$ cat src/include/prefetch_cfg.svh
`ifndef PREFETCH_CFG_SVH
`define PREFETCH_CFG_SVH

// line address and table geometry
`define PF_ADDR_WIDTH 27
`define PF_HASH_WIDTH 10

// issue queue slots
`define PF_QUEUE_DEPTH 4

// fetchable windows, inclusive line-address bounds
`define PF_WIN0_BASE  27'h000_0000
`define PF_WIN0_LIMIT 27'h00f_ffff
`define PF_WIN1_BASE  27'h200_0000
`define PF_WIN1_LIMIT 27'h2ff_ffff

`endif

$ cat src/source/prefetch_pkg.sv
`default_nettype none

`include "prefetch_cfg.svh"

package prefetch_pkg;

    typedef logic [`PF_ADDR_WIDTH-1:0] line_addr_t;
    typedef logic [`PF_HASH_WIDTH-1:0] tbl_idx_t;
    typedef logic [1:0] ctr2_t;

    // tag holds the full line pc of the owner
    typedef struct packed {
        line_addr_t target;
        logic       valid;
        ctr2_t      taken;
        line_addr_t tag;
    } target_entry_t;

    // xor-fold of the line address onto the index width
    function automatic tbl_idx_t hash_index(input line_addr_t addr);
        tbl_idx_t h;
        h = '0;
        for (int i = 0; i < `PF_ADDR_WIDTH; i++) begin
            h[i % `PF_HASH_WIDTH] ^= addr[i];
        end
        return h;
    endfunction

    // saturating 2-bit step
    function automatic ctr2_t ctr_step(input ctr2_t ctr, input logic up);
        ctr2_t next;
        if (up) begin
            next = (ctr == 2'b11) ? ctr : ctr + 2'd1;
        end else begin
            next = (ctr == 2'b00) ? ctr : ctr - 2'd1;
        end
        return next;
    endfunction

endpackage

`default_nettype wire

$ cat src/source/prefetch_issue.sv
`timescale 1ns/1ps
`default_nettype none

`include "prefetch_cfg.svh"

module prefetch_issue (
    input  wire logic                clk,
    input  wire logic                rst,
    input  wire logic                pred_valid,
    input  prefetch_pkg::line_addr_t pred_addr,
    output logic                     pf_req,
    output prefetch_pkg::line_addr_t pf_addr,
    input  wire logic                pf_ack
);

    localparam int depth = `PF_QUEUE_DEPTH;
    localparam int ptr_w = (depth > 1) ? $clog2(depth) : 1;

    typedef enum logic [1:0] {
        ST_IDLE,
        ST_REQ,
        ST_WAIT_LOW
    } state_t;

    prefetch_pkg::line_addr_t queue [depth];
    prefetch_pkg::line_addr_t last_enq;
    logic                     last_enq_valid;
    logic [ptr_w-1:0]         wr_ptr;
    logic [ptr_w-1:0]         rd_ptr;
    logic [ptr_w:0]           count;
    logic                     full;
    logic                     dup;
    logic                     push;
    logic                     pop;
    state_t                   state;

    function automatic logic [ptr_w-1:0] next_ptr(input logic [ptr_w-1:0] ptr);
        return (ptr == ptr_w'(depth - 1)) ? '0 : ptr + 1'b1;
    endfunction

    assign full = (count == (ptr_w + 1)'(depth));
    assign dup  = last_enq_valid && (pred_addr == last_enq);
    assign push = pred_valid && !full && !dup;
    // launch only after ack from the last transfer has dropped
    assign pop  = (state == ST_IDLE) && (count != '0) && !pf_ack;

    assign pf_req = (state == ST_REQ);

    always_ff @(posedge clk) begin
        if (rst) begin
            wr_ptr         <= '0;
            rd_ptr         <= '0;
            count          <= '0;
            last_enq_valid <= 1'b0;
            state          <= ST_IDLE;
        end else begin
            if (push) begin
                wr_ptr         <= next_ptr(wr_ptr);
                last_enq_valid <= 1'b1;
            end
            if (pop) begin
                rd_ptr <= next_ptr(rd_ptr);
            end
            case ({push, pop})
                2'b10:   count <= count + 1'b1;
                2'b01:   count <= count - 1'b1;
                default: count <= count;
            endcase

            case (state)
                ST_IDLE:     if (pop) state <= ST_REQ;
                ST_REQ:      if (pf_ack) state <= ST_WAIT_LOW;
                ST_WAIT_LOW: if (!pf_ack) state <= ST_IDLE;
                default:     state <= ST_IDLE;
            endcase
        end
    end

    always_ff @(posedge clk) begin
        if (push) begin
            queue[wr_ptr] <= pred_addr;
            last_enq      <= pred_addr;
        end
        if (pop) begin
            pf_addr <= queue[rd_ptr];
        end
    end

    a_addr_stable: assert property (
        @(posedge clk) disable iff (rst)
        (pf_req && !pf_ack) |=> (pf_req && $stable(pf_addr))
    ) else $error("prefetch_issue: request dropped or address changed before ack");

    a_req_after_ack_low: assert property (
        @(posedge clk) disable iff (rst)
        $rose(pf_req) |-> !$past(pf_ack)
    ) else $error("prefetch_issue: request raised while ack still high");

endmodule

`default_nettype wire

$ cat config.mk
export PLATFORM = sky130hd
export DESIGN_NAME = prefetch_issue
export DESIGN_NICKNAME = d
export VERILOG_FILES = /design/src/source/prefetch_pkg.sv /design/src/source/prefetch_issue.sv
export VERILOG_INCLUDE_DIRS = /design/src /design/src/include
export SDC_FILE = /design/constraint.sdc
export NUM_CORES = 1
export LEC_CHECK = 0
export CORE_MARGIN = 2
export CORE_UTILIZATION = 53
export CTS_CLUSTER_SIZE = 14
export DETAILED_ROUTE_END_ITERATION = 6
export DONT_BUFFER_PORTS = 1
export PLACE_DENSITY = 0.65
export SLEW_MARGIN = 20
export SYNTH_ARGS = -nofsm -noshare
export SYNTH_HDL_FRONTEND = slang
export SYNTH_SLANG_ARGS = --single-unit
$ cat constraint.sdc
create_clock -name clk -period 5.7 [get_ports clk]
set_input_delay 0.285 -clock clk [delete_from_list [all_inputs] [get_ports clk]]
set_output_delay 0.285 -clock clk [all_outputs]
set_load 0.02 [all_outputs]
==> parameters.txt <==
Parameter                              Value

Status
  Status ... completed

Finish
  Total Nets Final ... 376
  Cell Count, Final, Fillers Out ... 494
  Most frequent cells in the layout ... sky130_fd_sc_hd__edfxtp_1, sky130_fd_sc_hd__dlygate4sd3_1, sky130_fd_sc_hd__xnor2_1
  Antenna cells ... 0
  Share of cells above drive strength 1 ... 0.179
  Most frequent standard cell in the layout excluding fill and tap cells ... sky130_fd_sc_hd__edfxtp_1
  Layout area overhead ... 16.4%

Drt
  Post-detailed-routing wire length ... 11200 microns
  Number of remaining DRC errors ... 0
  Via Count ... 2818
  Highest signal layer in the routed design ... met5
  Sum of routed wire segments on met1 ... 4740 microns
  Met3 Wirelength ... 686 microns
  Post-detailed-route via-to-cell ratio ... 5.70
  Detailed-route wire length per cell ... 22.6 microns
  Wire length on met2 ... 5510 microns
  Detailed Route Iter0 Violations ... 231
  DRT Pass-1 Iters ... 4
  Number of nets with antenna violations after routing ... 0

Yosys
  Ys async rst share ... 0
  Leading area contributor after synthesis ... sky130_fd_sc_hd__edfxtp_1
  Mean instance size in the synthesized netlist ... 21.7 sq um
  Yosys Warn Count ... 0
  Share of synthesized area occupied by flip-flops and latches ... 0.797
  Register bit total from synthesis ... 172
  Mapped Cells ... 293
  EDFF count, synth ... 162
  Leading register cell type out of synthesis ... sky130_fd_sc_hd__edfxtp_1
  Count of cell types in the netlist ... 28
  Top area cells in the synthesized netlist ... sky130_fd_sc_hd__edfxtp_1, sky130_fd_sc_hd__mux4_2, sky130_fd_sc_hd__xnor2_1
  Top-area cell type share of the netlist area ... 0.766
  Syn Nets ... 331
  Netlist area before placement ... 6350 sq um

Worst hold path
  Hold path cells ... 1
  Worst Hold Path EP ... state[1]
  Start point of the worst min-delay path ... pf_ack
  Type of the tightest min-delay check ... in2reg

Power
  Cell leakage power ... 2.37 nW
  Power Density ... 448 nW/um^2
  VDD IR-drop max ... 0.212 mV

Clock network
  Hold buffer count at CTS ... 29
  Post-CTS setup buffer count ... 0
  Clock Tree Root ... sky130_fd_sc_hd__clkbuf_16
  Maximum clock insertion buffer count ... 2
  Maximum level of the CTS H-tree ... 4
  # clock sinks ... 172
  Number of clock buffers inserted by TritonCTS ... 17
  Clock tree from TritonCTS ... yes
  Count of cells resized by post-cts repair ... 0
  Clock edge transition at the registers on the reported setup and hold paths ... 0.06 ns
  Latest clock arrival within the worst-skew pair ... 0.42 ns

STA
  Final number of hold-violating endpoints ... 0
  Worst Hold Margin ... 0.0243 ns
  Achievable clock frequency ... 0.331 GHz
  Fin Clk Skew ... 0.00729 ns
  Normalized max-slew margin ... 0.452
  Portion of the clock cycle consumed by the worst path in the final layout ... 0.530
  Crit path setup slack, layout ... 2.68 ns
  Transition time at the pin with the least slew margin ... 0.822 ns
  Minimum period implied by the final worst setup slack ... 3.02 ns
  Setup tns final ... 0 ns
  RSZ-0062 raised after global routing ... no
  Max-slew violation count ... 0
  Setup violation total in the final timing report ... 0

Placed design
  Last weighted congestion value of the routability-driven placer ... 0.682
  Port buffer count ... 0
  Detailed Place HPWL ... 6000 microns
  Post-placement cell count ... 433
  Worst setup timing slack at the placement stage ... 2.63 ns

Setup path
  Register-to-register setup slack ... 2.68 ns
  Crit path max-delay family ... simple AND/OR/NAND/NOR gates
  Critical Path RT ... 6.05 ns
  Type of the worst setup path ... reg2reg
  Critical path startpoint category ... flip-flop
  CP most frequent cell ... sky130_fd_sc_hd__inv_1
  Setup crit end kind ... flip-flop
  Delay of the slowest critical-path stage ... 0.44 ns
  Worst reg2reg endpoint ... count[2]
  Startpoint of the most critical setup path ... last_enq[5]
  Biggest fanout along the worst timing path ... 18
  Buffers and inverters on the worst path ... 3
  Logic depth of the worst register-to-register path ... 12
  CP Cell Sequence ... xnor2_1 > nand4_1 > nor4_2 > a21oi_4 > buf_4 > inv_1 > ha_1 > inv_1 > fa_1 > xor2_1 > or3_1 > a21oi_1
  FF-to-FF Start ... last_enq[5]
  Cell with the biggest individual delay on the critical path ... sky130_fd_sc_hd__nor4_2
  Endpoint arrival time on the critical path ... 3.37 ns

Floorplanning
  Site row count ... 39
  Die Span Y ... 113 microns
  Horizontal extent of the die ... 113 microns
  IO Pins ... 59
  Initial Util ... 0.549
  Core Area ... 11600 sq um
  Area of the die ... 12900 sq um

Global routing
  Largest net degree at the start of global routing ... 29
  Overall global routing resource usage ... 0.187
  Global-route wire length before repair ... 16900 microns
  Number of global-route vias before repair ... 2882
  GR Overflow Total ... 0
  Initial antenna violation count ... 1

Run
  Maxcap violations ... 0
-- synth_stat cells (all sizes together) (2+ instances only) --
cell / count
a21oi: 6
and2: 4
buf: 5
clkbuf: 2
dfxtp: 10
edfxtp: 162
ha: 6
inv: 9
mux4: 27
nand2: 3
nand2b: 2
nand4: 7
nor2: 6
nor3: 4
xnor2: 28
xor2: 2
-- cell families after synthesis --
logic type | synth area share
AOI/OAI and AO/OA | 0.00749
xor gates and xnor gates | 0.0414
and+or+nand+nor | 0.0282
DFF | 0.797
muxes | 0.0997
buffers and inverters | 0.0108
adders and majority gates | 0.0150
-- stage by stage --
| step | utilization | power [mW] | instance area [sq um] |
|---|---|---|---|
| after floorplan | - | 2.09 | 6350 |
| after global placement | 0.565 | 2.19 | 6530 |
| after detailed placement | 0.565 | 2.21 | 6530 |
| after CTS | 0.639 | 3.35 | 7390 |
| after global routing | 0.639 | 3.43 | 7390 |
| final | 0.639 | 3.31 | 7390 |
-- power by group --
part | switching (mW) | internal [mW] | total [mW]
Combinational | 0.226 | 0.200 | 0.425
Clock | 0.435 | 0.679 | 1.11
Sequential | 0.155 | 1.62 | 1.77
-- routing by layer --
layer  vias up  global-route usage
li1       1266                   -
met1      1442               0.250
met2        89               0.286
met3        19              0.0584
met4         2              0.0894
met5         -                   0
-- area by class of cell --
| type | instances | area (sq um) |
|---|---|---|
| Sequential cell | 172 | 5070 |
| Fill cell | 783 | 4180 |
| Multi-Input combinational cell | 105 | 1220 |
| Clock buffer | 21 | 440 |
| Timing Repair Buffer | 33 | 320 |
| Tap cell | 143 | 179 |
| Clock inverter | 11 | 125 |
| Inverter | 9 | 33.8 |
-- flip-flops by register name (all words and copies together), names as in the netlist --
name            cells
count               3
pf_addr            27
last_enq           27
wr_ptr              2
rd_ptr              2
last_enq_valid      1
state               2
queue             108
-- worst max-delay path by stage --
stage / slack (ns) / end / cells past startpoint
floorplan: 2.84 / count[2] / 8
global placement: 2.75 / count[2] / 12
detailed placement: 2.63 / count[2] / 12
CTS: 2.63 / count[2] / 12
global route: 2.48 / count[2] / 12
finish: 2.68 / count[2] / 12
(Power assumes the default switching activity.)
